[src/include/sha512_k.svh]
//----------------------------------------
// SHA-512 round constant table K[0..79]
//----------------------------------------
`ifndef SHA512_K_SVH
`define SHA512_K_SVH

// First 64 bits of the fractional parts of the cube roots of the first 80 primes
localparam word_t sha512_k [0:79] = '{
  64'h428a2f98d728ae22,
  64'h7137449123ef65cd,
  64'hb5c0fbcfec4d3b2f,
  64'he9b5dba58189dbbc,
  64'h3956c25bf348b538,
  64'h59f111f1b605d019,
  64'h923f82a4af194f9b,
  64'hab1c5ed5da6d8118,
  64'hd807aa98a3030242,
  64'h12835b0145706fbe,
  64'h243185be4ee4b28c,
  64'h550c7dc3d5ffb4e2,
  64'h72be5d74f27b896f,
  64'h80deb1fe3b1696b1,
  64'h9bdc06a725c71235,
  64'hc19bf174cf692694,
  64'he49b69c19ef14ad2,
  64'hefbe4786384f25e3,
  64'h0fc19dc68b8cd5b5,
  64'h240ca1cc77ac9c65,
  64'h2de92c6f592b0275,
  64'h4a7484aa6ea6e483,
  64'h5cb0a9dcbd41fbd4,
  64'h76f988da831153b5,
  64'h983e5152ee66dfab,
  64'ha831c66d2db43210,
  64'hb00327c898fb213f,
  64'hbf597fc7beef0ee4,
  64'hc6e00bf33da88fc2,
  64'hd5a79147930aa725,
  64'h06ca6351e003826f,
  64'h142929670a0e6e70,
  64'h27b70a8546d22ffc,
  64'h2e1b21385c26c926,
  64'h4d2c6dfc5ac42aed,
  64'h53380d139d95b3df,
  64'h650a73548baf63de,
  64'h766a0abb3c77b2a8,
  64'h81c2c92e47edaee6,
  64'h92722c851482353b,
  64'ha2bfe8a14cf10364,
  64'ha81a664bbc423001,
  64'hc24b8b70d0f89791,
  64'hc76c51a30654be30,
  64'hd192e819d6ef5218,
  64'hd69906245565a910,
  64'hf40e35855771202a,
  64'h106aa07032bbd1b8,
  64'h19a4c116b8d2d0c8,
  64'h1e376c085141ab53,
  64'h2748774cdf8eeb99,
  64'h34b0bcb5e19b48a8,
  64'h391c0cb3c5c95a63,
  64'h4ed8aa4ae3418acb,
  64'h5b9cca4f7763e373,
  64'h682e6ff3d6b2b8a3,
  64'h748f82ee5defb2fc,
  64'h78a5636f43172f60,
  64'h84c87814a1f0ab72,
  64'h8cc702081a6439ec,
  64'h90befffa23631e28,
  64'ha4506cebde82bde9,
  64'hbef9a3f7b2c67915,
  64'hc67178f2e372532b,
  64'hca273eceea26619c,
  64'hd186b8c721c0c207,
  64'heada7dd6cde0eb1e,
  64'hf57d4f7fee6ed178,
  64'h06f067aa72176fba,
  64'h0a637dc5a2c898a6,
  64'h113f9804bef90dae,
  64'h1b710b35131c471b,
  64'h28db77f523047d84,
  64'h32caab7b40c72493,
  64'h3c9ebe0a15c9bebc,
  64'h431d67c49c100d4c,
  64'h4cc5d4becb3e42b6,
  64'h597f299cfc657e2a,
  64'h5fcb6fab3ad6faec,
  64'h6c44198c4a475817
};

`endif
[src/logic/sha512_pkg.sv]
//----------------------------------------
// SHA-512 sizes, types, register map,
// initial hash value and round functions
//----------------------------------------
package sha512_pkg;

  localparam int data_width   = 32;
  localparam int addr_width   = 8;
  localparam int block_words  = 32;
  localparam int digest_words = 16;
  localparam int block_aw     = $clog2(block_words);
  localparam int digest_aw    = $clog2(digest_words);
  localparam int num_rounds   = 80;

  typedef logic [63:0] word_t;
  // Index 0 is the most significant word
  typedef word_t [0:15] block_t;
  typedef word_t [0:7]  digest_t;
  typedef logic [6:0]   round_idx_t;

  // Register map in word addresses
  localparam logic [addr_width-1:0] addr_ctrl        = 8'h00;
  localparam logic [addr_width-1:0] addr_status      = 8'h01;
  localparam logic [addr_width-1:0] addr_block_base  = 8'h10;
  localparam logic [addr_width-1:0] addr_digest_base = 8'h40;

  localparam int ctrl_init_bit    = 0;
  localparam int ctrl_next_bit    = 1;
  localparam int ctrl_zeroize_bit = 2;
  localparam int status_ready_bit = 0;
  localparam int status_valid_bit = 1;

  localparam digest_t sha512_iv = {
    64'h6a09e667f3bcc908, 64'hbb67ae8584caa73b, 64'h3c6ef372fe94f82b, 64'ha54ff53a5f1d36f1,
    64'h510e527fade682d1, 64'h9b05688c2b3e6c1f, 64'h1f83d9abfb41bd6b, 64'h5be0cd19137e2179
  };

  `include "sha512_k.svh"

  function automatic word_t rotr(word_t x, int unsigned n);
    return (x >> n) | (x << (64 - n));
  endfunction

  // Message schedule functions
  function automatic word_t small_sigma0(word_t x);
    return rotr(x, 1) ^ rotr(x, 8) ^ (x >> 7);
  endfunction

  function automatic word_t small_sigma1(word_t x);
    return rotr(x, 19) ^ rotr(x, 61) ^ (x >> 6);
  endfunction

  // Round functions
  function automatic word_t big_sigma0(word_t x);
    return rotr(x, 28) ^ rotr(x, 34) ^ rotr(x, 39);
  endfunction

  function automatic word_t big_sigma1(word_t x);
    return rotr(x, 14) ^ rotr(x, 18) ^ rotr(x, 41);
  endfunction

  function automatic word_t ch(word_t x, word_t y, word_t z);
    return (x & y) ^ (~x & z);
  endfunction

  function automatic word_t maj(word_t x, word_t y, word_t z);
    return (x & y) ^ (x & z) ^ (y & z);
  endfunction

endpackage

[src/logic/sha512_step_if.sv]
//----------------------------------------
// Step controls from sequencer to datapath
//----------------------------------------
`timescale 1ns/1ps

interface sha512_step_if;
  import sha512_pkg::*;

  // Load hash state with the initial value
  logic       init;
  // Copy block into schedule and state into a-h
  logic       load;
  // High for each of the 80 round cycles
  logic       round;
  round_idx_t round_idx;
  // Add a-h into the hash state
  logic       finish;
  // Zeroize all datapath state
  logic       clear;

  modport ctrl (
    output init, load, round, round_idx, finish, clear
  );

  modport sched (
    input load, round, clear
  );

  modport comp (
    input init, load, round, round_idx, finish, clear
  );

endinterface

[src/logic/sha512_schedule.sv]
//----------------------------------------
// SHA-512 message schedule, one W per round
//----------------------------------------
`timescale 1ns/1ps

module sha512_schedule (
  input  logic               clk,
  input  logic               reset_n,
  input  sha512_pkg::block_t block,
  output sha512_pkg::word_t  w,
  sha512_step_if.sched       step
);
  import sha512_pkg::*;

  // Sliding window of 16 words with W[t] at index 0
  block_t w_q;
  word_t  w_new;

  // W[t+16] from W[t+14], W[t+9], W[t+1] and W[t]
  assign w_new = small_sigma1(w_q[14]) + w_q[9] + small_sigma0(w_q[1]) + w_q[0];

  always_ff @(posedge clk or negedge reset_n) begin
    if (!reset_n) begin
      w_q <= '0;
    end else if (step.clear) begin
      w_q <= '0;
    end else if (step.load) begin
      w_q <= block;
    end else if (step.round) begin
      w_q <= {w_q[1:15], w_new};
    end
  end

  // Rounds 0-15 see the block words in order
  assign w = w_q[0];

endmodule

[src/flat_wrapper.sv]
// flat-port wrapper written by rule: the top's interface ports become plain ports
module sha512_schedule_flat import sha512_pkg::*;
  (clk, reset_n, block, w, step_load, step_round, step_clear);
  sha512_step_if step_i ();
  input  logic clk;
  input  logic reset_n;
  input  sha512_pkg::block_t block;
  output sha512_pkg::word_t w;
  input wire logic [$bits(step_i.load)-1:0] step_load;
  input wire logic [$bits(step_i.round)-1:0] step_round;
  input wire logic [$bits(step_i.clear)-1:0] step_clear;
  assign step_i.load = step_load;
  assign step_i.round = step_round;
  assign step_i.clear = step_clear;
  sha512_schedule u_core (.clk(clk), .reset_n(reset_n), .block(block), .w(w), .step(step_i));
endmodule
[config.mk]
export PLATFORM = sky130hd
export DESIGN_NAME = sha512_schedule_flat
export DESIGN_NICKNAME = d
export VERILOG_FILES = /design/src/logic/sha512_pkg.sv /design/src/logic/sha512_step_if.sv /design/src/logic/sha512_schedule.sv /design/src/flat_wrapper.sv
export VERILOG_INCLUDE_DIRS = /design/src /design/src/include
export SDC_FILE = /design/constraint.sdc
export NUM_CORES = 2
export LEC_CHECK = 0
export BUFFER_PORTS_ARGS = -buffer_cell sky130_fd_sc_hd__buf_2
export CAP_MARGIN = 10
export CORE_ASPECT_RATIO = 0.8
export CORE_MARGIN = 5
export CORE_UTILIZATION = 31
export CTS_CLUSTER_DIAMETER = 30
export DETAILED_ROUTE_END_ITERATION = 16
export HOLD_SLACK_MARGIN = 0.02
export PLACE_DENSITY = 0.47
export SLEW_MARGIN = 20
export SYNTH_ARGS = -nofsm -noshare
export SYNTH_HDL_FRONTEND = slang
export SYNTH_SLANG_ARGS = --single-unit
[constraint.sdc]
create_clock -name clk -period 5 [get_ports clk]
set_input_delay 1 -clock clk [delete_from_list [all_inputs] [get_ports clk]]
set_output_delay 1 -clock clk [all_outputs]
set_load 0.02 [all_outputs]
==> impl_metrics.json <==
{
  "core_mm2": 0.195,
  "grt_pass1_vias": 54114,
  "power.leakage_nw": 40.2,
  "design_area_mm2": 0.0805,
  "hold_buffers": 0,
  "clk_pin_slew_ps": 40,
  "track_usage_pct": 26.6,
  "maxSlewHeadroom_pct": 19.7,
  "crit_type": "flip-flop to flip-flop",
  "arrival_ps": 5630,
  "endpoint_kind": "flip-flop",
  "fin_skew_ps": 74.8,
  "synth-edff-count": 0,
  "synth_cell_types": 75,
  "grt_max_degree": 233,
  "synth_top_flop_cell": "dfrtp_1",
  "critical_path.top_delay_family": "compound AO/OA/AOI/OAI gates",
  "synth_fa_ha_area_share_pct": 5.43,
  "area_delta_synth_final_pct": 32.1,
  "wl_met2_um": 141000,
  "dpl_cell_area_mm2": 0.0695,
  "muxShareOfSynthArea_pct": 16.1,
  "synth_area_per_cell_um2": 8.73,
  "die_height_um": 407,
  "clock-sinks": 1024,
  "hold_path_class": "primary input to async pin",
  "synth_top_area_cell": "dfrtp_1",
  "final_nets": 9227,
  "final_cell_mix": "2015 x nor2_1, 1088 x buf_2, 1079 x a21oi_1",
  "ctsRootBufferMaster": "clkbuf_16",
  "synth_compound_area_share_pct": 11.6,
  "vias": 54254,
  "initial_core_util_pct": 31.2,
  "ys_warn_count": 0,
  "die_w_um": 506,
  "max-vdd-ir-drop_mv": 0.258,
  "detail_route.iter0.violations": 4670,
  "final_common_cell": "nor2_1",
  "critical_path_peak_fanout": 5,
  "slew_viol_final": 0,
  "finalHoldViolCount": 0,
  "highest_layer": "met5",
  "cts_buffers": 308,
  "io_pins": 1093,
  "tightest_slew_ps": 1200,
  "wl_met3_um": 16700,
  "yosysSeqAreaShare_pct": 42.0,
  "routed_wirelength_um": 283000,
  "grt.overflow.total": 0,
  "place.port_buffers": 1092,
  "synth_top_family_by_area": "multiplexers",
  "syn_nets": 8199,
  "fin_crit_ps": 4940,
  "antenna_found_initial": 159,
  "finalCritPeriodShare_pct": 98.7,
  "synth_cells": 6981,
  "synth_area_leaders": "dfrtp_1 42%, mux2i_1 16%, nor2_1 12%",
  "tritoncts": "yes",
  "dr.pass1.iters": 6,
  "syn_area_mm2": 0.0609,
  "drc": 0,
  "clk_latency_ps": 900,
  "routedWlPerCell_um": 26.1,
  "clockBufferDepth": 4,
  "drive_gt1_share_pct": 23.8,
  "route.antenna.remaining_nets": 0,
  "die-area_mm2": 0.206,
  "synthSimpleGateAreaFrac_pct": 14.0,
  "final_util_pct": 41.2,
  "ys_ff_latch": 1024,
  "required_ps": 5690,
  "grt_pass1_wl_um": 396000,
  "routabilityCongestion": 0.910,
  "avgViaCountPerCell": 4.99,
  "status": "complete, no violations",
  "num_rows": 145,
  "fmax_mhz": 203,
  "r2r_setup_slack_ps": 60,
  "setup_violations": 0,
  "m1WireLength_um": 114000,
  "cellPowerDensity_mw_per_mm2": 479,
  "timing.hold.ws_ps": 224,
  "cp.buffers_inverters": 3,
  "slowest_delay_ps": 590,
  "worst_path_max_delay_cell": "dfrtp_1",
  "crit_path_start_kind": "flip-flop",
  "cp_common_cell": "xnor2_1",
  "synth-xor-area-share_pct": 4.38,
  "cap_violations": 0,
  "worstPathCellList": "xnor2_1 > xnor2_1 > fa_1 > inv_1 > fa_1 > inv_1 > ha_1 > a21oi_1 > o21bai_1 > a21oi_1 > nand2_1 > nor4_4 > o21ai_2 > buf_4 > a211oi_4 > o21bai_1 > xnor2_1 > o22ai_1",
  "yosysTopAreaCellShare_pct": 42.0,
  "h-tree-depth": 5,
  "place_hpwl_um": 218000,
  "async_flop_share_pct": 100
}
kinds of logic (layout without fill, tap and decap cells):
| kind of cell | count (synthesis) | after routing |
|---|---|---|
| xor gates and xnor gates | 305 | 305 |
| and+or+nand+nor | 2199 | 2199 |
| buffers and inverters | 990 | 2239 |
| AOI/OAI and AO/OA | 1296 | 1296 |
| DFF | 1024 | 1024 |
| muxes | 978 | 978 |
| adders and majority gates | 189 | 189 |
| other | 0 | 60 |
worst paths after layout:
kind | depth (start not counted) | endpoint | from
setup / recovery | 18 | u_core.w_q[56] | u_core.w_q[94]
hold / removal | 1 | u_core.w_q[383] | reset_n
setup reg to reg | 18 | u_core.w_q[56] | u_core.w_q[94]
hold reg to reg | 4 | u_core.w_q[642] | u_core.w_q[578]
max in group asynchronous | 2 | u_core.w[49] | reset_n
min in group clk | 3 | u_core.w_q[755] | block[755]
final cells by class:
class                   count  area (µm²)
repair buffers           1387        8130
inverters                 321        1200
clock buffers             418        8790
multi-input cells        4967       31800
flip-flops and latches   1024       25600
well taps                2572        3220
fillers                 19803      115000
clock inverters           113        1580
diodes                     60         150
Yosys cell counts, types with 15 or more instances:
library cell,instances
o21bai_1,15
xnor2_1,274
a21oi_1,1088
buf_1,88
a211oi_1,29
fa_1,126
nand4_1,27
ha_1,63
nor2_1,2015
mux2i_1,978
a21o_1,30
dfrtp_1,1024
nor3_1,18
inv_1,319
o21ai_0,39
nand2_1,77
xor2_1,31
clkbuf_1,502
buf_4,64
worst register-to-register path, delay by kind of cell (launching register included):
family	cells	cell delay, ps
compound gates	7	1350
fa+ha+maj	3	1140
flops	1	590
xor+xnor	3	760
buf+inv	3	310
simple gates	2	590
through the flow:
step           setup slack, ps  TNS, ps  total power [mW]  cells
2_1_floorplan              441        0              14.9   6981
3_3_place_gp              -301     -956              18.8  10268
3_5_place_dp              -257     -750              18.8  10268
4_1_cts                   14.1        0              38.6  10800
5_1_grt                  -7.54    -12.6              40.3  10833
6_report                  64.5        0              38.5  10862
layer usage:
| layer | vias to the layer above | global-route usage (%) |
|---|---|---|
| li1 | 25332 | - |
| met4 | 60 | 9.34 |
| met3 | 566 | 5.96 |
| met5 | - | 0 |
| met2 | 1767 | 46.4 |
| met1 | 26529 | 32.3 |
timing repair:
action                                  CTS  global route
pin swaps                                 4            41
endpoints found under the setup margin   11            29
resized for setup                        12            76
gates cloned                              0             0
setup buffers                             1             4
report_power, final:
group / leakage (nW) / internal (mW) / switching [mW] / total, mW
registers: 13.6 / 8.86 / 0.672 / 9.53
logic: 21.5 / 3.81 / 5.66 / 9.47
clock network: 5.09 / 13.9 / 5.61 / 19.5
state kept, by name, indices dropped and copies added (netlist names):
name,cells
u_core.w_q,960
u_core.w,64
Power figures use the tool's default switching activity.
