--- config.mk ---
export PLATFORM = sky130hd
export DESIGN_NAME = sha512_regs
export DESIGN_NICKNAME = d
export VERILOG_FILES = /design/src/logic/sha512_pkg.sv /design/src/logic/sha512_regs.sv
export VERILOG_INCLUDE_DIRS = /design/src /design/src/include
export SDC_FILE = /design/constraint.sdc
export NUM_CORES = 2
export LEC_CHECK = 0
export ABC_AREA = 0
export BUFFER_PORTS_ARGS = -buffer_cell sky130_fd_sc_hd__buf_2
export CAP_MARGIN = 20
export CORE_AREA = 2 2 634 636
export CTS_CLUSTER_DIAMETER = 60
export DETAILED_ROUTE_END_ITERATION = 6
export DIE_AREA = 0 0 636 638
export REMOVE_ABC_BUFFERS = 1
export SLEW_MARGIN = 20
export SYNTH_ARGS = -nofsm -noshare
export SYNTH_HDL_FRONTEND = slang
export SYNTH_SLANG_ARGS = --single-unit
--- constraint.sdc ---
create_clock -name clk -period 8.2 [get_ports clk]
set_input_delay 1.64 -clock clk [delete_from_list [all_inputs] [get_ports clk]]
set_output_delay 1.64 -clock clk [all_outputs]
set_load 0.02 [all_outputs]
--- src/include/sha512_k.svh ---
//----------------------------------------
// SHA-512 round constant table K[0..79]
//----------------------------------------
`ifndef SHA512_K_SVH
`define SHA512_K_SVH

// First 64 bits of the fractional parts of the cube roots of the first 80 primes
localparam word_t sha512_k [0:79] = '{
  64'h428a2f98d728ae22,
  64'h7137449123ef65cd,
  64'hb5c0fbcfec4d3b2f,
  64'he9b5dba58189dbbc,
  64'h3956c25bf348b538,
  64'h59f111f1b605d019,
  64'h923f82a4af194f9b,
  64'hab1c5ed5da6d8118,
  64'hd807aa98a3030242,
  64'h12835b0145706fbe,
  64'h243185be4ee4b28c,
  64'h550c7dc3d5ffb4e2,
  64'h72be5d74f27b896f,
  64'h80deb1fe3b1696b1,
  64'h9bdc06a725c71235,
  64'hc19bf174cf692694,
  64'he49b69c19ef14ad2,
  64'hefbe4786384f25e3,
  64'h0fc19dc68b8cd5b5,
  64'h240ca1cc77ac9c65,
  64'h2de92c6f592b0275,
  64'h4a7484aa6ea6e483,
  64'h5cb0a9dcbd41fbd4,
  64'h76f988da831153b5,
  64'h983e5152ee66dfab,
  64'ha831c66d2db43210,
  64'hb00327c898fb213f,
  64'hbf597fc7beef0ee4,
  64'hc6e00bf33da88fc2,
  64'hd5a79147930aa725,
  64'h06ca6351e003826f,
  64'h142929670a0e6e70,
  64'h27b70a8546d22ffc,
  64'h2e1b21385c26c926,
  64'h4d2c6dfc5ac42aed,
  64'h53380d139d95b3df,
  64'h650a73548baf63de,
  64'h766a0abb3c77b2a8,
  64'h81c2c92e47edaee6,
  64'h92722c851482353b,
  64'ha2bfe8a14cf10364,
  64'ha81a664bbc423001,
  64'hc24b8b70d0f89791,
  64'hc76c51a30654be30,
  64'hd192e819d6ef5218,
  64'hd69906245565a910,
  64'hf40e35855771202a,
  64'h106aa07032bbd1b8,
  64'h19a4c116b8d2d0c8,
  64'h1e376c085141ab53,
  64'h2748774cdf8eeb99,
  64'h34b0bcb5e19b48a8,
  64'h391c0cb3c5c95a63,
  64'h4ed8aa4ae3418acb,
  64'h5b9cca4f7763e373,
  64'h682e6ff3d6b2b8a3,
  64'h748f82ee5defb2fc,
  64'h78a5636f43172f60,
  64'h84c87814a1f0ab72,
  64'h8cc702081a6439ec,
  64'h90befffa23631e28,
  64'ha4506cebde82bde9,
  64'hbef9a3f7b2c67915,
  64'hc67178f2e372532b,
  64'hca273eceea26619c,
  64'hd186b8c721c0c207,
  64'heada7dd6cde0eb1e,
  64'hf57d4f7fee6ed178,
  64'h06f067aa72176fba,
  64'h0a637dc5a2c898a6,
  64'h113f9804bef90dae,
  64'h1b710b35131c471b,
  64'h28db77f523047d84,
  64'h32caab7b40c72493,
  64'h3c9ebe0a15c9bebc,
  64'h431d67c49c100d4c,
  64'h4cc5d4becb3e42b6,
  64'h597f299cfc657e2a,
  64'h5fcb6fab3ad6faec,
  64'h6c44198c4a475817
};

`endif
--- src/logic/sha512_pkg.sv ---
//----------------------------------------
// SHA-512 sizes, types, register map,
// initial hash value and round functions
//----------------------------------------
package sha512_pkg;

  localparam int data_width   = 32;
  localparam int addr_width   = 8;
  localparam int block_words  = 32;
  localparam int digest_words = 16;
  localparam int block_aw     = $clog2(block_words);
  localparam int digest_aw    = $clog2(digest_words);
  localparam int num_rounds   = 80;

  typedef logic [63:0] word_t;
  // Index 0 is the most significant word
  typedef word_t [0:15] block_t;
  typedef word_t [0:7]  digest_t;
  typedef logic [6:0]   round_idx_t;

  // Register map in word addresses
  localparam logic [addr_width-1:0] addr_ctrl        = 8'h00;
  localparam logic [addr_width-1:0] addr_status      = 8'h01;
  localparam logic [addr_width-1:0] addr_block_base  = 8'h10;
  localparam logic [addr_width-1:0] addr_digest_base = 8'h40;

  localparam int ctrl_init_bit    = 0;
  localparam int ctrl_next_bit    = 1;
  localparam int ctrl_zeroize_bit = 2;
  localparam int status_ready_bit = 0;
  localparam int status_valid_bit = 1;

  localparam digest_t sha512_iv = {
    64'h6a09e667f3bcc908, 64'hbb67ae8584caa73b, 64'h3c6ef372fe94f82b, 64'ha54ff53a5f1d36f1,
    64'h510e527fade682d1, 64'h9b05688c2b3e6c1f, 64'h1f83d9abfb41bd6b, 64'h5be0cd19137e2179
  };

  `include "sha512_k.svh"

  function automatic word_t rotr(word_t x, int unsigned n);
    return (x >> n) | (x << (64 - n));
  endfunction

  // Message schedule functions
  function automatic word_t small_sigma0(word_t x);
    return rotr(x, 1) ^ rotr(x, 8) ^ (x >> 7);
  endfunction

  function automatic word_t small_sigma1(word_t x);
    return rotr(x, 19) ^ rotr(x, 61) ^ (x >> 6);
  endfunction

  // Round functions
  function automatic word_t big_sigma0(word_t x);
    return rotr(x, 28) ^ rotr(x, 34) ^ rotr(x, 39);
  endfunction

  function automatic word_t big_sigma1(word_t x);
    return rotr(x, 14) ^ rotr(x, 18) ^ rotr(x, 41);
  endfunction

  function automatic word_t ch(word_t x, word_t y, word_t z);
    return (x & y) ^ (~x & z);
  endfunction

  function automatic word_t maj(word_t x, word_t y, word_t z);
    return (x & y) ^ (x & z) ^ (y & z);
  endfunction

endpackage

--- src/logic/sha512_regs.sv ---
//----------------------------------------
// SHA-512 register port, block storage,
// command pulses, status and digest readback
//----------------------------------------
`timescale 1ns/1ps

module sha512_regs (
  input  logic                                clk,
  input  logic                                reset_n,
  input  logic                                cs,
  input  logic                                we,
  input  logic [sha512_pkg::addr_width-1:0]   address,
  input  logic [sha512_pkg::data_width-1:0]   write_data,
  output logic [sha512_pkg::data_width-1:0]   read_data,
  output logic                                err,
  input  logic                                ready,
  input  logic                                digest_done,
  input  sha512_pkg::digest_t                 digest,
  output logic                                init_cmd,
  output logic                                next_cmd,
  output logic                                zeroize,
  output sha512_pkg::block_t                  block
);
  import sha512_pkg::*;

  logic [data_width-1:0] block_q [block_words];
  logic                  valid_q;

  logic                  is_ctrl;
  logic                  is_status;
  logic                  is_block;
  logic                  is_digest;
  logic [addr_width-1:0] block_off;
  logic [addr_width-1:0] digest_off;
  logic [block_aw-1:0]   block_idx;
  logic [digest_aw-1:0]  digest_idx;
  logic                  ctrl_wr;
  logic                  cmd_ok;
  logic [data_width-1:0] status_word;
  logic [data_width-1:0] digest_word;

  // ----------------------------------------
  // Address decode
  // ----------------------------------------
  // Offsets wrap below the base so one compare covers the range
  assign block_off  = address - addr_block_base;
  assign digest_off = address - addr_digest_base;
  assign is_ctrl    = (address == addr_ctrl);
  assign is_status  = (address == addr_status);
  assign is_block   = (block_off < addr_width'(block_words));
  assign is_digest  = (digest_off < addr_width'(digest_words));
  assign block_idx  = block_off[block_aw-1:0];
  assign digest_idx = digest_off[digest_aw-1:0];

  assign ctrl_wr = cs && we && is_ctrl;
  // INIT and NEXT only count while the engine is idle
  assign cmd_ok  = ctrl_wr && ready &&
                   (write_data[ctrl_init_bit] || write_data[ctrl_next_bit]);

  always_ff @(posedge clk or negedge reset_n) begin
    if (!reset_n) begin
      init_cmd <= 1'b0;
      next_cmd <= 1'b0;
      zeroize  <= 1'b0;
      valid_q  <= 1'b0;
    end else begin
      init_cmd <= cmd_ok && write_data[ctrl_init_bit];
      next_cmd <= cmd_ok && !write_data[ctrl_init_bit];
      zeroize  <= ctrl_wr && write_data[ctrl_zeroize_bit];
      if (zeroize || cmd_ok) begin
        valid_q <= 1'b0;
      end else if (digest_done) begin
        valid_q <= 1'b1;
      end
    end
  end

  // Message block words
  always_ff @(posedge clk) begin
    if (zeroize) begin
      for (int i = 0; i < block_words; i++) begin
        block_q[i] <= '0;
      end
    end else if (cs && we && is_block && ready) begin
      block_q[block_idx] <= write_data;
    end
  end

  // Pairs of port words form one 64-bit block word, big-endian
  always_comb begin
    for (int i = 0; i < block_words / 2; i++) begin
      block[i] = {block_q[2*i], block_q[2*i+1]};
    end
  end

  // ----------------------------------------
  // Readback and error flag
  // ----------------------------------------
  always_comb begin
    status_word                   = '0;
    status_word[status_ready_bit] = ready;
    status_word[status_valid_bit] = valid_q;
  end

  assign digest_word = digest_idx[0] ? digest[digest_idx[digest_aw-1:1]][31:0]
                                     : digest[digest_idx[digest_aw-1:1]][63:32];

  always_comb begin
    read_data = '0;
    if (cs) begin
      if (is_status) begin
        read_data = status_word;
      end else if (is_block) begin
        read_data = block_q[block_idx];
      end else if (is_digest) begin
        read_data = digest_word;
      end
    end
  end

  // Writes go to control or block, reads to status, block or digest
  assign err = cs && (we ? !(is_ctrl || is_block)
                         : !(is_status || is_block || is_digest));

endmodule

==> impl_metrics.yaml <==
die:
  fp.dieH_um: 638
  die_width_um: 636
  start_util: 0.127
  fp.dieArea_mm2: 0.406
  io_pins: 1618
  num_rows: 232
  core_mm2: 0.399
synthesis:
  synthCells: 3184
  post_synth_num_cell_types: 53
  synthesis.yosys.warnings: 0
  yosysMostFrequentCell: "and2_1"
  synth-seq-area-share: 0.608
  count_of_flip_flops_with_a_built_in_enable_after_synthesis: 1024
  synthesis.area_per_instance_um2: 15.9
  ys.flop_type: "edfxtp_1"
  register_bit_count_reported_by_yosys: 1028
  post-synth-top-area-cell: "edfxtp_1"
  synth.cell_area_mm2: 0.0507
  ys_top_cells_by_count: "and2_1 (1027), edfxtp_1 (1024), mux4_2 (408)"
  synth.top_cells.by_area: "edfxtp_1 (61%), mux4_2 (18%), and2_1 (13%), o22ai_1 (1.7%), buf_2 (1.1%)"
  netlist.area_leader.share: 0.606
  async_reset_ff_frac: 0.00389
placed_design:
  globalplace.congestion: 0.958
  hpwl_mm: 349
  numPortBuffers: 1617
outcome:
  run_status: "complete, but fails checks"
  violations: "antenna rules"
sta:
  timing.final.crit_period_ps: 7330
  min_period_over_period: 0.894
  timing.clock.skew_ps: 90.2
  worstMarginPinSlew_ps: 1350
  grt_setup_unrepaired: "no"
  max-slew-margin-rel: 0.101
  timing.final.setup_violations: 0
  fmax_mhz: 136
  tns_ps: 0
  slew_limit_fails: 0
  timing.final.hold_violations: 0
setup_path:
  cp_num_cells: 8
  crit_path_max_incr_delay_ps: 850
  worstRegToRegCells: 7
  worst-endpoint-required_ps: 6560
  worst_setup_path_startpoint: "address[0]"
  critical_path_class: "in2out"
  reg2reg_slack_ps: 4090
  critical_path.startpoint_type: "primary input"
  worstSetupEndpoint: "read_data[19]"
  critical_path.slowest_cell: "or4_1"
  cp_max_fo: 44
  cp.buffers_inverters: 4
  cell_chain_of_the_critical_path: "buf_8, buf_12, buf_12, mux4_2, o22ai_1, or4_1, o22ai_1, buf_2"
  worst_ep_arrival_time_ps: 5690
  worstSetupEndpointType: "output port"
  critical_path.reg2reg.startpoint: "zeroize"
  timing.critical_path.max_delay_family: "buffers and inverters"
  r2r-end: "block_q[3][19]"
power:
  ir_drop_uv: 169
  p_per_area_mw_per_mm2: 187
  cellLeakagePower_nw: 30.0
global_route:
  grt_first_pass_wirelength_mm: 521
  maximum_number_of_pins_on_one_net_before_global_route_repair: 76
  antenna_found_initial: 189
  grt.total_usage: 0.205
  globalRouteOverflowTotal: 0
  grt_pass1_vias: 38577
detailed_routing:
  remaining_drc_errors: 0
  route.vias.total: 41447
  post_detailed_route_via_to_cell_ratio: 3.99
  drt-wirelength-per-cell_um: 41.9
  route.final.wire_length_mm: 435
  detailedRoute.firstIterationViolations: 6655
  dr.pass1.iters: 6
  antenna_violating_nets_post_route: 1
cts:
  cts_max_path_buffers: 4
  cts_num_sinks: 1028
  cts_root_buffer: "clkbuf_16"
  cts_buf_count: 147
  clk_pin_slew_ps: 60
  cts.repair.resized: 0
  clk-insertion-delay-late_ps: 890
  ctsHoldBuffers: 0
  htree_num_levels: 4
  postCtsSetupRepairBufs: 0
  tritoncts: "yes"
worst_hold_path:
  worstHoldPathType: "reg2reg"
flow_run:
  cap_violations: 0
layout:
  synthToLayoutAreaGrowth_pct: 39.4
  utilization: 0.177
  layout-drive-gt1-share: 0.514
  finish.net_count: 5347
## report_power, final
part	switching (W)	internal (W)	total (W)
clock	0.00273	0.00365	0.00637
sequential	0.0000000145	0.00569	0.00569
combinational	0.000787	0.000377	0.00116
## per-stage QoR
stage	hold WS, ps	power [W]	setup WS [ps]	std cells	instance area (µm²)
2_1_floorplan	532	0.00609	2730	2856	49000
3_3_place_gp	560	0.00700	516	9894	65300
3_5_place_dp	572	0.00701	820	9901	65500
4_1_cts	575	0.0133	818	10157	70100
5_1_grt	600	0.0135	901	10308	70500
6_report	604	0.0132	868	10383	70700
## sequential cells by signal, indices dropped and copies added, names as in the netlist
name      flops
block_q    1024
init_cmd      1
next_cmd      1
valid_q       1
zeroize       1
## cell usage in the layout, fill, tap and decap left out, types with 7 or more instances in the layout
cell / Yosys / routed
buf_2: 114 / 1598
and2_1: 1027 / 1027
edfxtp_1: 1024 / 1024
mux4_2: 408 / 408
diode_2: 0 / 224
buf_4: 29 / 162
clkbuf_16: 0 / 149
o22ai_1: 136 / 121
or2_2: 33 / 25
nor2_4: 8 / 25
clkbuf_1: 148 / 25
inv_1: 24 / 24
clkinv_1: 11 / 24
or4_1: 21 / 21
inv_6: 0 / 19
clkinv_2: 0 / 17
o22ai_2: 0 / 15
mux2i_1: 14 / 14
nand3_1: 16 / 14
buf_12: 8 / 14
o21ai_0: 13 / 13
nand2_1: 13 / 12
nor2_2: 11 / 9
nor3_1: 14 / 8
nor2_1: 23 / 8
or2_4: 0 / 8
bufinv_16: 0 / 8
inv_8: 0 / 7
clkinvlp_4: 0 / 7
## cells by family (layout without fill, tap and decap cells)
logic type / Yosys count / in the layout / share of synthesized area
XOR/XNOR: 1 / 1 / 0.000173
buffers and inverters: 364 / 2074 / 0.0374
other: 0 / 224 / 0
adder cells (fa/ha/maj): 2 / 2 / 0.000493
AND/OR/NAND/NOR: 1188 / 1188 / 0.146
multiplexers: 428 / 428 / 0.185
flip-flops: 1028 / 1028 / 0.608
AO/OA/AOI/OAI: 173 / 173 / 0.0231
## worst register-to-register path, stage by stage, from the launching register on
cell and delay [ps]:
dfrtp_2 380, buf_4 330, nor2_2 500, o2111ai_4 160, buf_4 340, nor2_4 940
or2_2 660, buf_4 430
## worst min path at each step
| stage | depth (start not counted) | slack, ps | to | from |
|---|---|---|---|---|
| finish | 2 | 600 | valid_q | valid_q |
| global placement | 2 | 560 | valid_q | valid_q |
| detailed placement | 2 | 570 | valid_q | valid_q |
| global route | 1 | 600 | next_cmd | reset_n |
| floorplan | 2 | 530 | valid_q | valid_q |
| CTS | 1 | 580 | next_cmd | reset_n |
## cell type report
class / instances / area [µm²]
Clock inverter: 82 / 861
Clock buffer: 174 / 3820
Antenna cell: 224 / 561
Fill cell: 43513 / 328000
Tap cell: 5265 / 6590
Inverter: 36 / 136
Multi-Input combinational cell: 1792 / 18300
Timing Repair Buffer: 1782 / 9610
Sequential cell: 1028 / 30900
## per-layer routing
metal,share of wire,vias to the layer above,wire length (µm),global-route usage
met2,0.49,3555,214000,0.353
met5,0.0014,-,596,0
met3,0.097,773,42300,0.0584
met4,0.061,36,26600,0.106
met1,0.35,21504,152000,0.231
li1,-,15579,-,-
(Power assumes the default switching activity.)
