<file path="src/include/sha512_k.svh">
//----------------------------------------
// SHA-512 round constant table K[0..79]
//----------------------------------------
`ifndef SHA512_K_SVH
`define SHA512_K_SVH

// First 64 bits of the fractional parts of the cube roots of the first 80 primes
localparam word_t sha512_k [0:79] = '{
  64'h428a2f98d728ae22,
  64'h7137449123ef65cd,
  64'hb5c0fbcfec4d3b2f,
  64'he9b5dba58189dbbc,
  64'h3956c25bf348b538,
  64'h59f111f1b605d019,
  64'h923f82a4af194f9b,
  64'hab1c5ed5da6d8118,
  64'hd807aa98a3030242,
  64'h12835b0145706fbe,
  64'h243185be4ee4b28c,
  64'h550c7dc3d5ffb4e2,
  64'h72be5d74f27b896f,
  64'h80deb1fe3b1696b1,
  64'h9bdc06a725c71235,
  64'hc19bf174cf692694,
  64'he49b69c19ef14ad2,
  64'hefbe4786384f25e3,
  64'h0fc19dc68b8cd5b5,
  64'h240ca1cc77ac9c65,
  64'h2de92c6f592b0275,
  64'h4a7484aa6ea6e483,
  64'h5cb0a9dcbd41fbd4,
  64'h76f988da831153b5,
  64'h983e5152ee66dfab,
  64'ha831c66d2db43210,
  64'hb00327c898fb213f,
  64'hbf597fc7beef0ee4,
  64'hc6e00bf33da88fc2,
  64'hd5a79147930aa725,
  64'h06ca6351e003826f,
  64'h142929670a0e6e70,
  64'h27b70a8546d22ffc,
  64'h2e1b21385c26c926,
  64'h4d2c6dfc5ac42aed,
  64'h53380d139d95b3df,
  64'h650a73548baf63de,
  64'h766a0abb3c77b2a8,
  64'h81c2c92e47edaee6,
  64'h92722c851482353b,
  64'ha2bfe8a14cf10364,
  64'ha81a664bbc423001,
  64'hc24b8b70d0f89791,
  64'hc76c51a30654be30,
  64'hd192e819d6ef5218,
  64'hd69906245565a910,
  64'hf40e35855771202a,
  64'h106aa07032bbd1b8,
  64'h19a4c116b8d2d0c8,
  64'h1e376c085141ab53,
  64'h2748774cdf8eeb99,
  64'h34b0bcb5e19b48a8,
  64'h391c0cb3c5c95a63,
  64'h4ed8aa4ae3418acb,
  64'h5b9cca4f7763e373,
  64'h682e6ff3d6b2b8a3,
  64'h748f82ee5defb2fc,
  64'h78a5636f43172f60,
  64'h84c87814a1f0ab72,
  64'h8cc702081a6439ec,
  64'h90befffa23631e28,
  64'ha4506cebde82bde9,
  64'hbef9a3f7b2c67915,
  64'hc67178f2e372532b,
  64'hca273eceea26619c,
  64'hd186b8c721c0c207,
  64'heada7dd6cde0eb1e,
  64'hf57d4f7fee6ed178,
  64'h06f067aa72176fba,
  64'h0a637dc5a2c898a6,
  64'h113f9804bef90dae,
  64'h1b710b35131c471b,
  64'h28db77f523047d84,
  64'h32caab7b40c72493,
  64'h3c9ebe0a15c9bebc,
  64'h431d67c49c100d4c,
  64'h4cc5d4becb3e42b6,
  64'h597f299cfc657e2a,
  64'h5fcb6fab3ad6faec,
  64'h6c44198c4a475817
};

`endif
</file>
<file path="src/logic/sha512_pkg.sv">
//----------------------------------------
// SHA-512 sizes, types, register map,
// initial hash value and round functions
//----------------------------------------
package sha512_pkg;

  localparam int data_width   = 32;
  localparam int addr_width   = 8;
  localparam int block_words  = 32;
  localparam int digest_words = 16;
  localparam int block_aw     = $clog2(block_words);
  localparam int digest_aw    = $clog2(digest_words);
  localparam int num_rounds   = 80;

  typedef logic [63:0] word_t;
  // Index 0 is the most significant word
  typedef word_t [0:15] block_t;
  typedef word_t [0:7]  digest_t;
  typedef logic [6:0]   round_idx_t;

  // Register map in word addresses
  localparam logic [addr_width-1:0] addr_ctrl        = 8'h00;
  localparam logic [addr_width-1:0] addr_status      = 8'h01;
  localparam logic [addr_width-1:0] addr_block_base  = 8'h10;
  localparam logic [addr_width-1:0] addr_digest_base = 8'h40;

  localparam int ctrl_init_bit    = 0;
  localparam int ctrl_next_bit    = 1;
  localparam int ctrl_zeroize_bit = 2;
  localparam int status_ready_bit = 0;
  localparam int status_valid_bit = 1;

  localparam digest_t sha512_iv = {
    64'h6a09e667f3bcc908, 64'hbb67ae8584caa73b, 64'h3c6ef372fe94f82b, 64'ha54ff53a5f1d36f1,
    64'h510e527fade682d1, 64'h9b05688c2b3e6c1f, 64'h1f83d9abfb41bd6b, 64'h5be0cd19137e2179
  };

  `include "sha512_k.svh"

  function automatic word_t rotr(word_t x, int unsigned n);
    return (x >> n) | (x << (64 - n));
  endfunction

  // Message schedule functions
  function automatic word_t small_sigma0(word_t x);
    return rotr(x, 1) ^ rotr(x, 8) ^ (x >> 7);
  endfunction

  function automatic word_t small_sigma1(word_t x);
    return rotr(x, 19) ^ rotr(x, 61) ^ (x >> 6);
  endfunction

  // Round functions
  function automatic word_t big_sigma0(word_t x);
    return rotr(x, 28) ^ rotr(x, 34) ^ rotr(x, 39);
  endfunction

  function automatic word_t big_sigma1(word_t x);
    return rotr(x, 14) ^ rotr(x, 18) ^ rotr(x, 41);
  endfunction

  function automatic word_t ch(word_t x, word_t y, word_t z);
    return (x & y) ^ (~x & z);
  endfunction

  function automatic word_t maj(word_t x, word_t y, word_t z);
    return (x & y) ^ (x & z) ^ (y & z);
  endfunction

endpackage

</file>
<file path="src/logic/sha512_step_if.sv">
//----------------------------------------
// Step controls from sequencer to datapath
//----------------------------------------
`timescale 1ns/1ps

interface sha512_step_if;
  import sha512_pkg::*;

  // Load hash state with the initial value
  logic       init;
  // Copy block into schedule and state into a-h
  logic       load;
  // High for each of the 80 round cycles
  logic       round;
  round_idx_t round_idx;
  // Add a-h into the hash state
  logic       finish;
  // Zeroize all datapath state
  logic       clear;

  modport ctrl (
    output init, load, round, round_idx, finish, clear
  );

  modport sched (
    input load, round, clear
  );

  modport comp (
    input init, load, round, round_idx, finish, clear
  );

endinterface

</file>
<file path="src/logic/sha512_ctrl.sv">
//----------------------------------------
// SHA-512 block sequencer FSM
//----------------------------------------
`timescale 1ns/1ps

module sha512_ctrl (
  input  logic        clk,
  input  logic        reset_n,
  input  logic        init_cmd,
  input  logic        next_cmd,
  input  logic        zeroize,
  output logic        ready,
  output logic        digest_done,
  sha512_step_if.ctrl step
);
  import sha512_pkg::*;

  typedef enum logic [1:0] {
    st_idle,
    st_load,
    st_rounds,
    st_finish
  } state_t;

  state_t     state_q;
  state_t     state_d;
  round_idx_t round_q;
  logic       use_iv_q;

  // ----------------------------------------
  // Next state
  // ----------------------------------------
  always_comb begin
    state_d = state_q;
    case (state_q)
      st_idle: begin
        if (init_cmd || next_cmd) begin
          state_d = st_load;
        end
      end
      st_load:   state_d = st_rounds;
      st_rounds: begin
        if (round_q == round_idx_t'(num_rounds - 1)) begin
          state_d = st_finish;
        end
      end
      st_finish: state_d = st_idle;
      default:   state_d = st_idle;
    endcase
    // Zeroize aborts any block in flight
    if (zeroize) begin
      state_d = st_idle;
    end
  end

  always_ff @(posedge clk or negedge reset_n) begin
    if (!reset_n) begin
      state_q  <= st_idle;
      round_q  <= '0;
      use_iv_q <= 1'b0;
    end else begin
      state_q <= state_d;
      if (zeroize) begin
        use_iv_q <= 1'b0;
      end else if (state_q == st_idle && (init_cmd || next_cmd)) begin
        use_iv_q <= init_cmd;
      end
      // Counter walks 0..79 during the round phase only
      if (state_q == st_rounds && !zeroize) begin
        round_q <= round_q + 1'b1;
      end else begin
        round_q <= '0;
      end
    end
  end

  // ----------------------------------------
  // Outputs
  // ----------------------------------------
  assign ready       = (state_q == st_idle);
  assign digest_done = (state_q == st_finish);

  assign step.init      = (state_q == st_load) && use_iv_q;
  assign step.load      = (state_q == st_load);
  assign step.round     = (state_q == st_rounds);
  assign step.round_idx = round_q;
  assign step.finish    = (state_q == st_finish);
  assign step.clear     = zeroize;

endmodule

</file>
<file path="src/flat_wrapper.sv">
// flat-port wrapper written by rule: the top's interface ports become plain ports
module sha512_ctrl_flat import sha512_pkg::*;
  (clk, reset_n, init_cmd, next_cmd, zeroize, ready, digest_done, step_init, step_load, step_round, step_round_idx, step_finish, step_clear);
  sha512_step_if step_i ();
  input  logic clk;
  input  logic reset_n;
  input  logic init_cmd;
  input  logic next_cmd;
  input  logic zeroize;
  output logic ready;
  output logic digest_done;
  output wire logic [$bits(step_i.init)-1:0] step_init;
  output wire logic [$bits(step_i.load)-1:0] step_load;
  output wire logic [$bits(step_i.round)-1:0] step_round;
  output wire logic [$bits(step_i.round_idx)-1:0] step_round_idx;
  output wire logic [$bits(step_i.finish)-1:0] step_finish;
  output wire logic [$bits(step_i.clear)-1:0] step_clear;
  assign step_init = step_i.init;
  assign step_load = step_i.load;
  assign step_round = step_i.round;
  assign step_round_idx = step_i.round_idx;
  assign step_finish = step_i.finish;
  assign step_clear = step_i.clear;
  sha512_ctrl u_core (.clk(clk), .reset_n(reset_n), .init_cmd(init_cmd), .next_cmd(next_cmd), .zeroize(zeroize), .ready(ready), .digest_done(digest_done), .step(step_i));
endmodule
</file>
<file path="config.mk">
export PLATFORM = sky130hd
export DESIGN_NAME = sha512_ctrl_flat
export DESIGN_NICKNAME = d
export VERILOG_FILES = /design/src/logic/sha512_pkg.sv /design/src/logic/sha512_step_if.sv /design/src/logic/sha512_ctrl.sv /design/src/flat_wrapper.sv
export VERILOG_INCLUDE_DIRS = /design/src /design/src/include
export SDC_FILE = /design/constraint.sdc
export NUM_CORES = 1
export LEC_CHECK = 0
export BUFFER_PORTS_ARGS = -buffer_cell sky130_fd_sc_hd__buf_2
export CORE_MARGIN = 4
export CORE_UTILIZATION = 30
export DETAILED_ROUTE_END_ITERATION = 16
export RECOVER_POWER = 100
export SLEW_MARGIN = 40
export SYNTH_ARGS = -nofsm -noshare
export SYNTH_HDL_FRONTEND = slang
export SYNTH_SLANG_ARGS = --single-unit
</file>
<file path="constraint.sdc">
create_clock -name clk -period 2.5 [get_ports clk]
set_input_delay 0.5 -clock clk [delete_from_list [all_inputs] [get_ports clk]]
set_output_delay 0.5 -clock clk [all_outputs]
set_load 0.02 [all_outputs]
</file>
==> results by group, run 1 <==
Synthesis
  – Mapped cell area: 566 µm²
  – Synth Area in Compound Gates: between 10% and 20%
  – Synthesized Nets: 67
  – #FFs+latches synth: 10
  – Main combinational cell family by area after synthesis: simple AND/OR/NAND/NOR gates
  – Prevailing post-synth register cell: dfrtp_1
  – Adder-cell share of the synthesized area: a little over an eighth
  – Mean Syn Cell Area: around 10 µm²
  – Yosys warning count: 0
  – Seq/Total Area, Yosys: between 40% and 50%
  – Asr flop ratio synth: 100%
  – Synth Area in XOR/XNOR: roughly 4.6%
  – Syn Inst Count: 56
  – Post-synthesis cell type count: 23
  – Mux cell area share after synthesis: 0%
  – EDFF count, synth: 0
  – Simple-Gate Fraction of Synth Area: 19.0%

Clock network
  – Reg clk slew, reported paths: approximately 0.06 ns
  – Worst-Skew Late Latency: between 0.2 and 0.3 ns
  – Root buffer cell: clkbuf_4
  – Sinks on Clock Net: 10
  – Hold buffers post-CTS: 0
  – Post-CTS Setup Bufs: 0
  – Total CTS buffers: 3
  – Resize count post-CTS: 0
  – CTS H-tree lvls: 1
  – CTS Buffer Depth: 2
  – CTS tree: yes

Critical path
  – Required @ worst endpoint: 2.00 ns
  – Slowest stage delay, CP: around 0.40 ns
  – Setup Crit Path Kind: flip-flop to output pin
  – Max Fanout on Critical Path: 5
  – Setup crit end kind: output pin
  – Critical Path Slowest Stage Cell: dfrtp_1
  – Worst path cell trace: inv_1 > ha_1 > and2_1 > clkbuf_1
  – CP arrival: 1.34 ns
  – CP startpoint kind: flip-flop

STA
  – Post-route setup TNS: 0 ns
  – Slew @ Worst Pin: approximately 0.55 ns
  – Clk_skew: around 0.0062 ns
  – Fmax: roughly 0.54 GHz
  – Final worst slack: roughly 0.66 ns
  – Max-slew violation count: 0
  – Final period util: about 73%
  – Fin crit period: between 1.5 and 2 ns
  – Hold slack: 0.193 ns
  – RSZ-0062 raised after global routing: no
  – Max-slew headroom: approximately 64%
  – Final setup fails: 0
  – Final hold violations: 0

Routing
  – Post-detailed-route count of antenna-violating nets: 0
  – Drt drc: 0
  – Routed len/inst: 11.1 µm
  – Total vias in the final route: roughly 450
  – Final wirelength: 1110 µm
  – First-iteration detailed-routing DRC count: 6
  – Via/cell ratio: roughly 4.5
  – Pre-Repair DR Iteration Count: 5

Floorplanning
  – Die Wd: ~50 µm
  – Row cnt: 15
  – Die Y-Extent: between 50 and 60 µm
  – IO Count: 19
  – Area of the core: 1760 µm²
  – Initial Util: between 30% and 40%
  – Die ar.: 2640 µm²

Layout
  – N_diodes: 0
  – Leading cell types in the layout, fill and taps excluded: clkbuf_1 (15), dfrtp_1 (10), nor2_1 (7), ha_1 (6), inv_1 (4)
  – Total Nets Final: 88
  – Most common cell after layout, fill and taps aside: clkbuf_1
  – Area Overhead vs Synth: 18.8%
  – Layout cell share with drive strength beyond 1: 8.00%

Placement
  – DPL Wire Length: between 800 and 900 µm
  – Dpl ws: slightly below 0.9 ns
  – RePlAce Congestion: 0.677
  – Count of input and output buffers: 18

Power and ir drop
  – Leakage: 0.294 nW
  – P per Cell Area: 789 nW/µm²
  – VDD IR max: 0.000349 V

GRT
  – GR Util All Layers: 10.7%
  – Initial antenna violation count: 0
  – Grt ovf: 0
  – Vias in the first global route: approximately 470
  – Largest net degree at the start of global routing: 11
  – Global-route wire length before repair: roughly 2100 µm

Hold path
  – Worst min path class: input port to asynchronous set/reset pin

Status
  – Outcome: completed

Flow run
  – Max-cap violations: 0
synth_stat cells (2+ instances only):
cell	instances	share of area [%]
dfrtp_1	10	44
nor2_1	7	4.6
ha_1	6	13
inv_1	4	2.7
a21oi_1	3	2.7
nand2_1	3	2.0
o21ai_0	3	2.7
buf_4	2	2.7
nand3_1	2	1.8
or3_1	2	2.2
xnor2_1	2	3.1
layer usage:
layer | part of all wire, % | global-route usage [%] | vias up
met1 | 43 | 13.3 | 210
met3 | 5.0 | 4.37 | 2
met5 | 0 | 0 | -
met4 | 0.81 | 3.93 | 0
li1 | - | - | 230
met2 | 51 | 16.5 | 11
path summary, 6_finish.rpt:
check	start	to	slack, ns	cells after the start
worst max register to register	u_core.state_q[0]	u_core.state_q[1]	0.84	5
worst min-delay path	reset_n	u_core.step.round_idx[5]	0.19	1
worst max-delay path	u_core.state_q[1]	step_init	0.66	4
min in group clk	zeroize	u_core.use_iv_q	0.47	2
max in group asynchronous	reset_n	u_core.use_iv_q	1.94	1
worst min register to register	u_core.step.round_idx[0]	u_core.step.round_idx[0]	0.49	1
sequential cells by signal (all words and copies together), names as in the netlist:
signal	flops
u_core.use_iv_q	1
u_core.state_q	2
u_core.step.round_idx	7
power breakdown:
group | total [mW] | internal, mW | switching (mW) | leakage (nW)
clock network | 0.105 | 0.0554 | 0.0499 | 0.0138
registers | 0.205 | 0.183 | 0.0220 | 0.137
logic | 0.219 | 0.0746 | 0.145 | 0.143
total | 0.530 | 0.313 | 0.217 | 0.294
cells by family (layout without fill, tap and decap cells):
kind of cell             count (synthesis)  in the layout
adder cells (fa/ha/maj)                  6              6
AO/OA/AOI/OAI                           11             11
AND/OR/NAND/NOR                         20             20
flip-flops                              10             10
buffers and inverters                    6             25
XOR/XNOR                                 3              3
cell type report:
type	count	area [µm²]
clock buffer	3	22.5
inverter	4	15.0
tap	25	31.3
fill	199	1090
timing repair buffer	18	71.3
sequential	10	250
multi-input combinational	40	282
worst max-delay path: cells and delay by family, from the launching register on:
family                     cells  cell delay [ns]
adders and majority gates      1             0.19
DFF                            1             0.40
and+or+nand+nor                1             0.12
buffers and inverters          2             0.36
through the flow:
stage	total power, mW	std cells	util, %	area (µm²)
2_1_floorplan	0.384	56	-	566
3_3_place_gp	0.445	97	38.1	672
3_5_place_dp	0.444	97	38.1	672
4_1_cts	0.553	100	39.4	694
5_1_grt	0.587	100	38.1	672
6_report	0.530	100	38.1	672
(Power assumes the default switching activity.)
==> run 2, diff against run 1 <==
--- a/config.mk
+++ b/config.mk
@@ -6,6 +6,7 @@
 export SDC_FILE = /design/constraint.sdc
 export NUM_CORES = 1
 export LEC_CHECK = 0
+export ABC_AREA = 1
 export BUFFER_PORTS_ARGS = -buffer_cell sky130_fd_sc_hd__buf_2
 export CORE_MARGIN = 4
 export CORE_UTILIZATION = 30
==> constraint.sdc (replaced) <==
create_clock -name clk -period 1.9 [get_ports clk]
set_input_delay 0.38 -clock clk [delete_from_list [all_inputs] [get_ports clk]]
set_output_delay 0.38 -clock clk [all_outputs]
set_load 0.02 [all_outputs]
==> run 2 against run 1 <==
Compared with the run above: area after synthesis grew 0.88%; flip-flop and latch count is the same; register-to-register slack lost 0.30 ns.
==> results by group, run 2 <==
Power and ir drop
  – VDD IR max: 0.000411 V
  – Leakage: around 0.34 nW
  – Tot Pwr: around 0.7 mW
  – P per Cell Area: between 1000 and 1500 nW/µm²

Clock network
  – CTS H-tree lvls: 1
  – CTS tree: yes
  – Total CTS buffers: 3
  – Root buffer cell: clkbuf_4
  – Post-CTS Setup Bufs: 0
  – Worst-Skew Late Latency: approximately 0.26 ns
  – CTS Buffer Depth: 2
  – Sinks on Clock Net: 10
  – Reg clk slew, reported paths: 0.07 ns

Critical path
  – Max Fanout on Critical Path: 4
  – Setup crit end kind: output pin
  – Largest delay share family, worst path: flip-flops
  – Worst flop-to-flop path endpoint: u_core.state_q[0]
  – Critical path buffers and inverters: 3
  – FF-to-FF Start: u_core.state_q[0]
  – Critical Path Slowest Stage Cell: dfrtp_1
  – Required @ worst endpoint: 1.52 ns
  – Reg2reg setup slack: 0.54 ns
  – Setup Crit Path Kind: flip-flop to output pin
  – CP arrival: ~1.3 ns
  – Slowest stage delay, CP: between 0.4 and 0.5 ns
  – CP startpoint kind: flip-flop
  – Worst Reg-to-Reg Cells: 7
  – Worst path cell trace: inv_1 > ha_1 > nand2_1 > inv_1 > clkbuf_1
  – Most used cell, CP: inv_1

Layout
  – Leading cell types in the layout, fill and taps excluded: clkbuf_1 (15), nand2_1 (13), dfrtp_1 (10), nor2_1 (9)
  – Total Nets Final: around 100
  – Area Overhead vs Synth: 21.5%
  – Layout cell share with drive strength beyond 1: between 10% and 20%
  – Most common cell after layout, fill and taps aside: clkbuf_1
  – N_diodes: 0
  – Largest register FFs: 7

Flow run
  – Max-cap violations: 0

Synthesis
  – Yosys warning count: 0
  – Mapped cell area: approximately 570 µm²
  – #FFs+latches synth: 10
  – Area fraction of the dominant cell type after synthesis: between 40% and 50%
  – Mean Syn Cell Area: between 8 and 9 µm²
  – Post-synth top area cell: dfrtp_1
  – Most instantiated cells after synthesis: nand2_1 (13), dfrtp_1 (10), nor2_1 (9)
  – Top-count cell post-synth: nand2_1
  – Synthesized Nets: 79
  – Post-synthesis cell type count: 12
  – Prevailing post-synth register cell: dfrtp_1
  – Asr flop ratio synth: 100%
  – Seq/Total Area, Yosys: between 40% and 50%
  – Area contributors post-synth: dfrtp_1 (44%), ha_1 (13%), nand2_1 (8.6%)
  – EDFF count, synth: 0
  – Syn Inst Count: 68

Hold path
  – Min-delay src: init_cmd
  – WHS Path Cells: 3
  – Worst min path class: input port to flip-flop
  – Hold endpoint: u_core.use_iv_q

STA
  – Fmax: 0.590 GHz
  – Post-route setup TNS: 0 ns
  – Final period util: 89.2%
  – Hold slack: 0.376 ns
  – Max-slew headroom: between 60 and 70%
  – Slew @ Worst Pin: 0.549 ns
  – RSZ-0062 raised after global routing: no
  – Max-slew violation count: 0
  – Clk_skew: 0.00564 ns
  – Final hold violations: 0
  – Fin crit period: about 1.7 ns
  – Final setup fails: 0

Routing
  – First-iteration detailed-routing DRC count: 6
  – Via/cell ratio: roughly 4.4
  – Total vias in the final route: 499
  – Final wirelength: ~1200 µm
  – Post-detailed-route count of antenna-violating nets: 0
  – Drt drc: 0
  – Pre-Repair DR Iteration Count: 3
  – Routed len/inst: roughly 10 µm

Floorplanning
  – Row cnt: 15
  – Initial Util: between 30 and 40%
  – Die Wd: 51.6 µm
  – Area of the core: ~1800 µm²
  – Die ar.: roughly 2700 µm²
  – IO Count: 19
  – Die Y-Extent: 51.6 µm

GRT
  – Global-route wire length before repair: 1860 µm
  – Vias in the first global route: between 400 and 500
  – Grt ovf: 0
  – Largest net degree at the start of global routing: 11
  – Initial antenna violation count: 0
  – GR Util All Layers: 9.42%

Status
  – Outcome: completed

Placement
  – RePlAce Congestion: approximately 0.68
  – DPL Wire Length: just over 900 µm
  – Count of input and output buffers: 18
==> run 2: metal layers <==
metal  share of wire, %  track usage, %  vias up  routed length [µm]
met1                 47            11.0      221                 555
met4               0.34            5.24        0                   4
met3                9.9            3.72        2                 117
met5                  0               0        -                   0
li1                   -               -      256                   -
met2                 43            14.6       20                 507
==> run 2: cell type report <==
cell class | instances | area, µm²
clock buffers | 4 | 36.3
fillers | 210 | 1070
inverters | 9 | 33.8
multi-input cells | 47 | 260
flip-flops and latches | 10 | 250
well taps | 25 | 31.3
repair buffers | 19 | 81.3
==> run 2: worst max path at each step <==
stage / start / endpoint / depth (start not counted)
finish: u_core.state_q[1] / step_init / 5
global route: u_core.state_q[1] / step_init / 5
CTS: u_core.state_q[1] / step_init / 5
detailed placement: u_core.state_q[1] / step_init / 5
global placement: u_core.state_q[1] / step_init / 5
floorplan: u_core.state_q[1] / step_init / 4
==> run 2: worst reg2reg max path: stages, from the launching register on <==
cell and delay [ns]:
dfrtp_1 0.41, inv_1 0.10, ha_1 0.21, nand2_1 0.14
o21bai_1 0.17, nand2_1 0.10, nand2_1 0.07, nand2_1 0.05
==> run 2: repair_timing <==
action,4_1_cts,5_1_grt
hold endpoints to repair,10,0
hold buffers,1,0
resized for setup,0,0
==> run 2: power by group <==
group	internal (mW)	switching (mW)	leakage, nW	total (mW)
combinational	0.0820	0.174	0.179	0.256
sequential	0.241	0.0303	0.137	0.271
clock	0.116	0.0709	0.0210	0.187
==> run 2: cell families after synthesis <==
family / synth area share (%)
AO/OA/AOI/OAI: 11.2
adder cells (fa/ha/maj): 13.2
buffers and inverters: 8.55
flip-flops: 43.9
AND/OR/NAND/NOR: 23.2
==> run 2: through the flow <==
stage          cells  util, %  cell area (µm²)  worst slack [ns]
2_1_floorplan     68        -              571             0.548
3_3_place_gp     109     38.4              677             0.585
3_5_place_dp     109     38.4              677             0.563
4_1_cts          114     41.0              723             0.247
5_1_grt          114     39.3              693            0.0893
6_report         114     39.3              693             0.205
